$ cat src/spidergon_pkg.sv
// spidergon node shared types, sizes and the ring routing function
package spidergon_pkg;

localparam int num_nodes = 8; // nodes on the ring
localparam int node_w = 3; // bits in a node number
localparam int num_vcs = 2; // virtual channels per input link
localparam int vc_w = 1; // bits in a channel tag
localparam int num_links = 3; // anticlockwise, clockwise, across
localparam int flit_data_w = 16;
localparam int vc_depth = 2; // flits per channel fifo
localparam int num_requesters = 6; // channels competing for one output

// header is a whole packet in one flit
typedef enum logic [1:0] {
	tail_flit = 2'b00,
	head_flit = 2'b01,
	body_flit = 2'b10,
	header    = 2'b11
} flit_kind_e;

// first three values double as link index, stop means eject to cpu
typedef enum logic [1:0] {
	anticlockwise = 2'd0,
	clockwise     = 2'd1,
	across        = 2'd2,
	stop          = 2'd3
} link_dir_e;

// head data is {dest, source, 10-bit payload}
typedef struct packed {
	flit_kind_e kind;
	logic [vc_w-1:0] vc; // channel tag at the sending node
	logic [flit_data_w-1:0] data;
} flit_t;

typedef struct packed {
	logic valid;
	flit_t flit;
} flit_link_t;

typedef struct packed {
	logic [num_vcs-1:0] ready; // unreserved and not full
	logic [num_vcs-1:0] full;
} vc_status_t;

// front of one channel as seen by every output
typedef struct packed {
	logic pending; // fifo holds at least one flit
	link_dir_e dir;
	flit_t flit;
} vc_head_t;

function automatic logic is_head_like(input flit_kind_e kind);
	return (kind == head_flit) || (kind == header);
endfunction

function automatic logic [node_w-1:0] flit_dest(input flit_t f);
	return f.data[flit_data_w-1 -: node_w];
endfunction

// shortest way round the ring, across for the far half
function automatic link_dir_e route_dir(input logic [node_w-1:0] current,
		input logic [node_w-1:0] dest);
	int offset;
	offset = (int'(dest) + num_nodes - int'(current)) % num_nodes;
	if (offset == 0)
		return stop;
	else if (offset <= 2)
		return clockwise;
	else if (offset >= num_nodes - 2)
		return anticlockwise;
	return across;
endfunction

endpackage

$ cat src/input_port.sv
// input link of a node, channel reservation, route latch and two channel fifos
`timescale 1ns/100ps

module input_port import spidergon_pkg::*;
#(
	parameter logic [node_w-1:0] node_id = '0 // ring position of this node
)
(
	input  logic                    clk,
	input  logic                    reset,
	input  flit_link_t              link_in,
	input  logic [num_vcs-1:0]      dequeue, // from the output that won each channel
	output vc_status_t              status, // back to the upstream node
	output vc_head_t [num_vcs-1:0]  heads
);

// idle channels may take a new head, busy ones belong to a packet
typedef enum logic {
	vc_idle,
	vc_busy
} vc_state_e;

logic [num_vcs-1:0] ready;
logic [num_vcs-1:0] fifo_full;
logic [num_vcs-1:0] fifo_empty;
logic [num_vcs-1:0] enq;
logic [num_vcs-1:0] alloc_req;
logic [num_vcs-1:0] alloc_grant;
logic new_packet; // head or header on the link this cycle
logic follow; // body or tail on the link this cycle

assign new_packet = link_in.valid && is_head_like(link_in.flit.kind);
assign follow = link_in.valid && !is_head_like(link_in.flit.kind);

// arbitrate only while a head is there so the pointer moves on real grants
assign alloc_req = new_packet ? ready : '0;

rr_arbiter #(.n(num_vcs)) u_alloc
(
	.clk(clk),
	.reset(reset),
	.req(alloc_req),
	.grant(alloc_grant)
);

genvar v;
generate
	for (v = 0; v < num_vcs; v++)
	begin : g_vc
		vc_state_e state;
		logic [vc_w-1:0] up_tag; // upstream channel holding this packet
		link_dir_e route; // direction latched from the head
		flit_t wr_flit;
		flit_t front;
		logic tag_hit;

		assign ready[v] = (state == vc_idle) && !fifo_full[v];
		assign tag_hit = (state == vc_busy) && (up_tag == link_in.flit.vc);

		// heads go where the arbiter says, followers chase their tag
		assign enq[v] = new_packet ? alloc_grant[v] : (follow && tag_hit && !fifo_full[v]);

		// retag with the local channel so downstream can match followers
		assign wr_flit = '{kind: link_in.flit.kind, vc: vc_w'(v), data: link_in.flit.data};

		vc_fifo u_fifo
		(
			.clk(clk),
			.reset(reset),
			.enqueue(enq[v]),
			.wdata(wr_flit),
			.dequeue(dequeue[v]),
			.rdata(front),
			.empty(fifo_empty[v]),
			.full(fifo_full[v])
		);

		// reservation, header never reserves
		always_ff @(posedge clk)
		begin
			if (reset)
			begin
				state <= vc_idle;
				up_tag <= '0;
			end
			else if (enq[v])
			begin
				if (link_in.flit.kind == head_flit)
				begin
					state <= vc_busy;
					up_tag <= link_in.flit.vc;
				end
				else if (link_in.flit.kind == tail_flit)
					state <= vc_idle; // released as the tail goes in
			end
		end

		// a new head can sit behind the previous tail in the fifo,
		// so the route is captured as the head leaves, not as it arrives
		always_ff @(posedge clk)
		begin
			if (reset)
				route <= stop;
			else if (dequeue[v] && (front.kind == head_flit))
				route <= route_dir(node_id, flit_dest(front));
		end

		// head at the front routes from its own dest, followers use the latch
		assign heads[v] = '{
			pending: !fifo_empty[v],
			dir: is_head_like(front.kind) ? route_dir(node_id, flit_dest(front)) : route,
			flit: front
		};
	end
endgenerate

assign status.ready = ready;
assign status.full = fifo_full;

endmodule

$ cat src/output_link.sv
// output of a node, switch arbitration with wormhole lock, back-pressure, output register
`timescale 1ns/100ps

module output_link import spidergon_pkg::*;
#(
	parameter logic [node_w-1:0] node_id = '0,
	parameter link_dir_e out_dir = stop // link served, stop for the cpu
)
(
	input  logic                             clk,
	input  logic                             reset,
	input  vc_head_t [num_requesters-1:0]    heads, // all six channel fronts
	input  vc_status_t                       neighbour, // unused when out_dir is stop
	output logic [num_requesters-1:0]        grant, // dequeue strobe per channel
	output flit_link_t                       out
);

localparam logic eject = (out_dir == stop);

logic [num_requesters-1:0] eligible;
logic [num_requesters-1:0] req;
logic [num_requesters-1:0] lock_sel; // channel owning the output
logic locked; // between a head and its tail
logic link_free;
logic head_ok;
logic body_ok;
logic out_valid;
flit_t out_flit;
flit_t win_flit;

// a flit still on the wire is not yet in the neighbour status,
// so a link carries one flit at a time, the cpu side streams
assign link_free = eject || !out_valid;

// head needs any ready channel downstream
assign head_ok = link_free && (eject || (|neighbour.ready));
// followers stop if any reserved channel downstream is full
assign body_ok = link_free && (eject || !(|(~neighbour.ready & neighbour.full)));

always_comb
begin
	for (int i = 0; i < num_requesters; i++)
	begin
		if (is_head_like(heads[i].flit.kind))
			eligible[i] = heads[i].pending && (heads[i].dir == out_dir) && head_ok
				&& ((flit_dest(heads[i].flit) == node_id) == eject); // own dest ejects
		else
			eligible[i] = heads[i].pending && (heads[i].dir == out_dir) && body_ok;
	end
end

// while locked only the owner may speak
assign req = locked ? (eligible & lock_sel) : eligible;

rr_arbiter #(.n(num_requesters)) u_switch
(
	.clk(clk),
	.reset(reset),
	.req(req),
	.grant(grant)
);

always_comb
begin
	win_flit = '0;
	for (int i = 0; i < num_requesters; i++)
	begin
		if (grant[i])
			win_flit = heads[i].flit;
	end
end

// wormhole lock, header passes without locking
always_ff @(posedge clk)
begin
	if (reset)
	begin
		locked <= 1'b0;
		lock_sel <= '0;
	end
	else if (|grant)
	begin
		if (win_flit.kind == head_flit)
		begin
			locked <= 1'b1;
			lock_sel <= grant;
		end
		else if (win_flit.kind == tail_flit)
			locked <= 1'b0;
	end
end

always_ff @(posedge clk)
begin
	if (reset)
		out_valid <= 1'b0;
	else
		out_valid <= |grant; // flit shows the cycle after dequeue
end

always_ff @(posedge clk)
begin
	if (|grant)
		out_flit <= win_flit;
end

assign out = '{valid: out_valid, flit: out_flit};

endmodule

$ cat src/rr_arbiter.sv
// round-robin arbiter with a one-hot last-grant pointer
`timescale 1ns/100ps

module rr_arbiter
#(
	parameter int n = 2 // number of requesters
)
(
	input  logic         clk,
	input  logic         reset,
	input  logic [n-1:0] req,
	output logic [n-1:0] grant // one-hot, zero when nothing requests
);

logic [n-1:0] last_grant; // one-hot, requester served most recently
logic [n-1:0] upper_mask; // positions strictly above last_grant
logic [n-1:0] upper_req;

assign upper_mask = ~((last_grant - 1'b1) | last_grant);
assign upper_req = req & upper_mask;

// lowest set bit above the pointer, else wrap to the lowest overall
always_comb
begin
	if (|upper_req)
		grant = upper_req & (~upper_req + 1'b1);
	else
		grant = req & (~req + 1'b1);
end

// pointer only moves when somebody actually wins
always_ff @(posedge clk)
begin
	if (reset)
		last_grant <= {1'b1, {(n-1){1'b0}}}; // top bit so index 0 goes first
	else if (|grant)
		last_grant <= grant;
end

endmodule

$ cat src/spidergon_node.sv
// spidergon node top, three input links feeding three link outputs and cpu ejection
`timescale 1ns/100ps

module spidergon_node import spidergon_pkg::*;
#(
	parameter logic [node_w-1:0] node_id = '0 // ring position
)
(
	input  logic       clk,
	input  logic       reset,
	input  flit_link_t link_in [num_links], // indexed by link_dir_e
	input  vc_status_t neighbour_status [num_links],
	output flit_link_t link_out [num_links],
	output vc_status_t node_status [num_links],
	output flit_link_t cpu_out
);

vc_head_t [num_requesters-1:0] heads; // entry is link * num_vcs + channel
logic [num_requesters-1:0] grants [num_links+1]; // last entry is the cpu output
logic [num_requesters-1:0] dequeue;

// a channel targets one direction only, so grants never overlap
always_comb
begin
	dequeue = '0;
	for (int o = 0; o <= num_links; o++)
		dequeue = dequeue | grants[o];
end

genvar l;
generate
	for (l = 0; l < num_links; l++)
	begin : g_link
		input_port #(.node_id(node_id)) u_in
		(
			.clk(clk),
			.reset(reset),
			.link_in(link_in[l]),
			.dequeue(dequeue[l*num_vcs +: num_vcs]),
			.status(node_status[l]),
			.heads(heads[l*num_vcs +: num_vcs])
		);

		output_link #(.node_id(node_id), .out_dir(link_dir_e'(l))) u_out
		(
			.clk(clk),
			.reset(reset),
			.heads(heads),
			.neighbour(neighbour_status[l]),
			.grant(grants[l]),
			.out(link_out[l])
		);
	end
endgenerate

// cpu side has no flow control back to the node
output_link #(.node_id(node_id), .out_dir(stop)) u_eject
(
	.clk(clk),
	.reset(reset),
	.heads(heads),
	.neighbour('0),
	.grant(grants[num_links]),
	.out(cpu_out)
);

endmodule

$ cat src/vc_fifo.sv
// virtual channel buffer, small circular fifo with fall-through front
`timescale 1ns/100ps

module vc_fifo import spidergon_pkg::*;
(
	input  logic  clk,
	input  logic  reset,
	input  logic  enqueue,
	input  flit_t wdata,
	input  logic  dequeue,
	output flit_t rdata, // front entry, valid while not empty
	output logic  empty,
	output logic  full
);

flit_t mem [vc_depth];
logic [$clog2(vc_depth)-1:0] wr_ptr;
logic [$clog2(vc_depth)-1:0] rd_ptr;
logic [$clog2(vc_depth+1)-1:0] count; // flits held
logic do_wr;
logic do_rd;

assign do_wr = enqueue && !full; // writes into a full buffer are lost
assign do_rd = dequeue && !empty;
assign empty = (count == 0);
assign full = (count == vc_depth);
assign rdata = mem[rd_ptr];

always_ff @(posedge clk)
begin
	if (do_wr)
		mem[wr_ptr] <= wdata;
end

always_ff @(posedge clk)
begin
	if (reset)
	begin
		wr_ptr <= '0;
		rd_ptr <= '0;
		count <= '0;
	end
	else
	begin
		if (do_wr)
			wr_ptr <= (int'(wr_ptr) == vc_depth - 1) ? '0 : wr_ptr + 1'b1;
		if (do_rd)
			rd_ptr <= (int'(rd_ptr) == vc_depth - 1) ? '0 : rd_ptr + 1'b1;
		case ({do_wr, do_rd})
			2'b10: count <= count + 1'b1;
			2'b01: count <= count - 1'b1;
			default: count <= count; // idle or pass-through
		endcase
	end
end

endmodule
$ cat config.mk
export PLATFORM = sky130hd
export DESIGN_NAME = spidergon_node
export DESIGN_NICKNAME = d
export VERILOG_FILES = /design/src/spidergon_pkg.sv /design/src/input_port.sv /design/src/output_link.sv /design/src/rr_arbiter.sv /design/src/spidergon_node.sv /design/src/vc_fifo.sv
export SDC_FILE = /design/constraint.sdc
export NUM_CORES = 1
export LEC_CHECK = 0
export BUFFER_PORTS_ARGS = -buffer_cell sky130_fd_sc_hd__buf_4
export CAP_MARGIN = 20
export CORE_MARGIN = 5
export CORE_UTILIZATION = 55
export DETAILED_ROUTE_END_ITERATION = 10
export GPL_TIMING_DRIVEN = 0
export HOLD_SLACK_MARGIN = 0.12
export PLACE_DENSITY_LB_ADDON = 0.3
export SYNTH_ARGS = -nofsm -noshare
export SYNTH_HDL_FRONTEND = slang
export SYNTH_HIERARCHICAL = 1
export SYNTH_SLANG_ARGS = --single-unit
$ cat constraint.sdc
create_clock -name clk -period 4.7 [get_ports clk]
set_clock_uncertainty 0.2 [all_clocks]
set_input_delay 0 -clock clk [delete_from_list [all_inputs] [get_ports clk]]
set_output_delay 0 -clock clk [all_outputs]
set_load 0.02 [all_outputs]
==> impl_metrics.env <==
export IMPL_outcome="finished with violations"
export IMPL_failed_checks="setup timing"
export IMPL_fp_coreArea_sq_mm=0.0385
export IMPL_antenna_found_initial=1
export IMPL_cp_arrival_ns=5.03
export IMPL_power_total_mw=8.22
export IMPL_vdd_ir_drop_max_mv=0.395
export IMPL_routed_via_density=6.52
export IMPL_fill_cells=2398
export IMPL_cts_tree="built"
export IMPL_cts_sinks=420
export IMPL_crit_fanout=5
export IMPL_drtIter0Drc=2165
export IMPL_required_ns=5.02
export IMPL_firstDrtPassIters=8
export IMPL_final_core_util_pct=74.4
export IMPL_leakagePower_nw=10.3
export IMPL_detail_route_antenna_nets=0
export IMPL_clkLatencyLatePin_ns=0.59
export IMPL_grt_usage_pct=34.5
export IMPL_clk_pin_slew_ns=0.06
export IMPL_grt_pass1_wl_um=111000
export IMPL_final_cell_mix="edfxtp_1, buf_4, nor2_1, a21oi_1, dlygate4sd3_1"
export IMPL_place_ws_ns=-1.67
export IMPL_fin_ws_ns=-0.0140
export IMPL_cts_root_buf="clkbuf_16"
export IMPL_relSlewSlack_pct=16.6
export IMPL_p_sw_share_pct=23.7
export IMPL_intPower_mw=6.27
export IMPL_cp_start_kind="register"
export IMPL_netlist_instances=1867
export IMPL_critPathKind="reg2reg"
export IMPL_io_pins=166
export IMPL_drc_errors=0
export IMPL_drt_wl_total_um=76100
export IMPL_grt_pass1_vias=18600
export IMPL_switchingPower_mw=1.95
export IMPL_hpwl_um=48800
export IMPL_p_seq_share_pct=49.6
export IMPL_fin_area_sq_mm=0.0286
export IMPL_portBuffers=165
export IMPL_avgSynthCellArea_sq_um=11.4
export IMPL_combPwrFrac_pct=8.7
export IMPL_placed_area_sq_mm=0.0233
export IMPL_maxSlewViolCount=0
export IMPL_diodes=0
export IMPL_initial_utilization_pct=55.2
export IMPL_final_nets=2414
export IMPL_ys_warn_count=6
export IMPL_die_y_um=207
export IMPL_clk_path_buf_depth=3
export IMPL_rsz0062_at_grt="true"
export IMPL_die_x_um=207
export IMPL_fin_crit_sh_pct=100
export IMPL_cts_max_level=2
export IMPL_final_common_cell="edfxtp_1"
export IMPL_globalRouteOverflowTotal=0
export IMPL_powerDensity_mw_per_mm2=287
export IMPL_avgRoutedWirePerCell_um=26.3
export IMPL_hold_slack_ns=0.141
export IMPL_hold_class="in2reg"
export IMPL_netlist_area_sq_mm=0.0213
export IMPL_stdcell_count=2887
export IMPL_drive_above_1_share_pct=32.9
export IMPL_dieArea_sq_mm=0.0427
export IMPL_num_vias=18800
export IMPL_endpoint_kind="register"
export IMPL_gp_congestion=0.986
export IMPL_tns_ns=-0.0234
export IMPL_dp_cells=2558
export IMPL_rows=72
export IMPL_hold_viol_final=0
export IMPL_area_delta_synth_final_pct=34.7
export IMPL_setup_violations=2
export IMPL_grt_max_degree=85
export IMPL_tightest_slew_ns=1.25
export IMPL_clock_power_share_pct=41.6
export IMPL_cap_violations=0
export IMPL_fmax_mhz=212
export IMPL_finalCriticalPeriod_ns=4.71
export IMPL_cts_made_buffers=43
critical path, cell delays in order, from the launching register on:
cell and delay [ns]:
dfxtp_2 0.34, buf_8 0.14, buf_12 0.11, mux2_4 0.33
nor2b_2 0.13, xnor2_1 0.09, mux2_4 0.29, nand4b_1 0.24
a211oi_4 0.32, or2b_4 0.34, a2bb2oi_4 0.26, o21bai_4 0.09
and2_4 0.19, or4_4 0.61, o21a_1 0.18, ha_4 0.17
xnor2_1 0.13, or3_1 0.38, a21oi_2 0.12
timing repair:
item | in CTS | in global routing
endpoints found under the setup margin | 232 | 149
hold endpoints to repair | 312 | 0
buffers inserted | 74 | 50
gates resized for setup | 220 | 154
hold buffers | 126 | 0
pin swaps | 31 | 51
gates cloned | 3 | 0
state kept, by name, indices dropped and copies added (netlist names), 6 cells and up, named ones only:
signal and count:
g_link.u_in/g_vc.u_fifo/mem 228, g_link.u_out/out 57, u_eject/out 19, g_link.u_out/lock_sel 18
g_link.u_out/u_switch/last_grant 18, g_link.u_in/g_vc.route 12, g_link.u_in/g_vc.u_fifo/count 12, g_link.u_in/g_vc.state 6
g_link.u_in/g_vc.u_fifo/rd_ptr 6, g_link.u_in/g_vc.u_fifo/wr_ptr 6, g_link.u_in/g_vc.up_tag 6, g_link.u_in/u_alloc/last_grant 6
u_eject/lock_sel 6, u_eject/u_switch/last_grant 6
power groups by stage:
| stage | clock, mW | sequential (mW) | combinational [mW] |
|---|---|---|---|
| 3_3_place_gp | 0 | 4.15 | 0.513 |
| 6_report | 3.42 | 4.08 | 0.719 |
| 5_1_grt | 3.62 | 4.08 | 0.751 |
| 3_5_place_dp | 0 | 4.15 | 0.530 |
| 4_1_cts | 3.44 | 4.07 | 0.657 |
| 2_1_floorplan | 0 | 4.17 | 0.258 |
routing by layer:
metal | vias up | GRT usage (%) | part of all wire [%]
met4 | 2 | 19.6 | 6.9
met2 | 1170 | 56.5 | 47
met3 | 344 | 6.95 | 9.4
met5 | - | 0 | 0.017
met1 | 9151 | 43.0 | 36
li1 | 8154 | - | -
final cells by class:
class,instances,area (sq um),area share [%]
Multi-Input combinational cell,1284,10500,36.7
Clock buffer,50,1130,3.96
Sequential cell,420,11500,40.0
Timing Repair Buffer,418,3530,12.3
Buffer,87,733,2.56
Timing Repair inverter,3,22.5,0.0786
Tap cell,518,648,2.26
Inverter,77,313,1.09
Clock inverter,30,285,0.996
final timing paths:
path | startpoint | end | slack, ns | depth (start not counted)
max | register | g_link[1].u_in/g_vc[1].u_fifo/count[1]$_SDFFE_PP0P_ | -0.01 | 18
min | reset | g_link[1].u_in/g_vc[1].u_fifo/count[1]$_SDFFE_PP0P_ | 0.14 | 3
max reg2reg | register | g_link[1].u_in/g_vc[1].u_fifo/count[1]$_SDFFE_PP0P_ | -0.01 | 18
min reg2reg | g_link[2].u_out/lock_sel[5]$_SDFFE_PP0P_ | g_link[2].u_out/lock_sel[5]$_SDFFE_PP0P_ | 0.27 | 2
No activity file was read; power rests on OpenSTA's default activity.
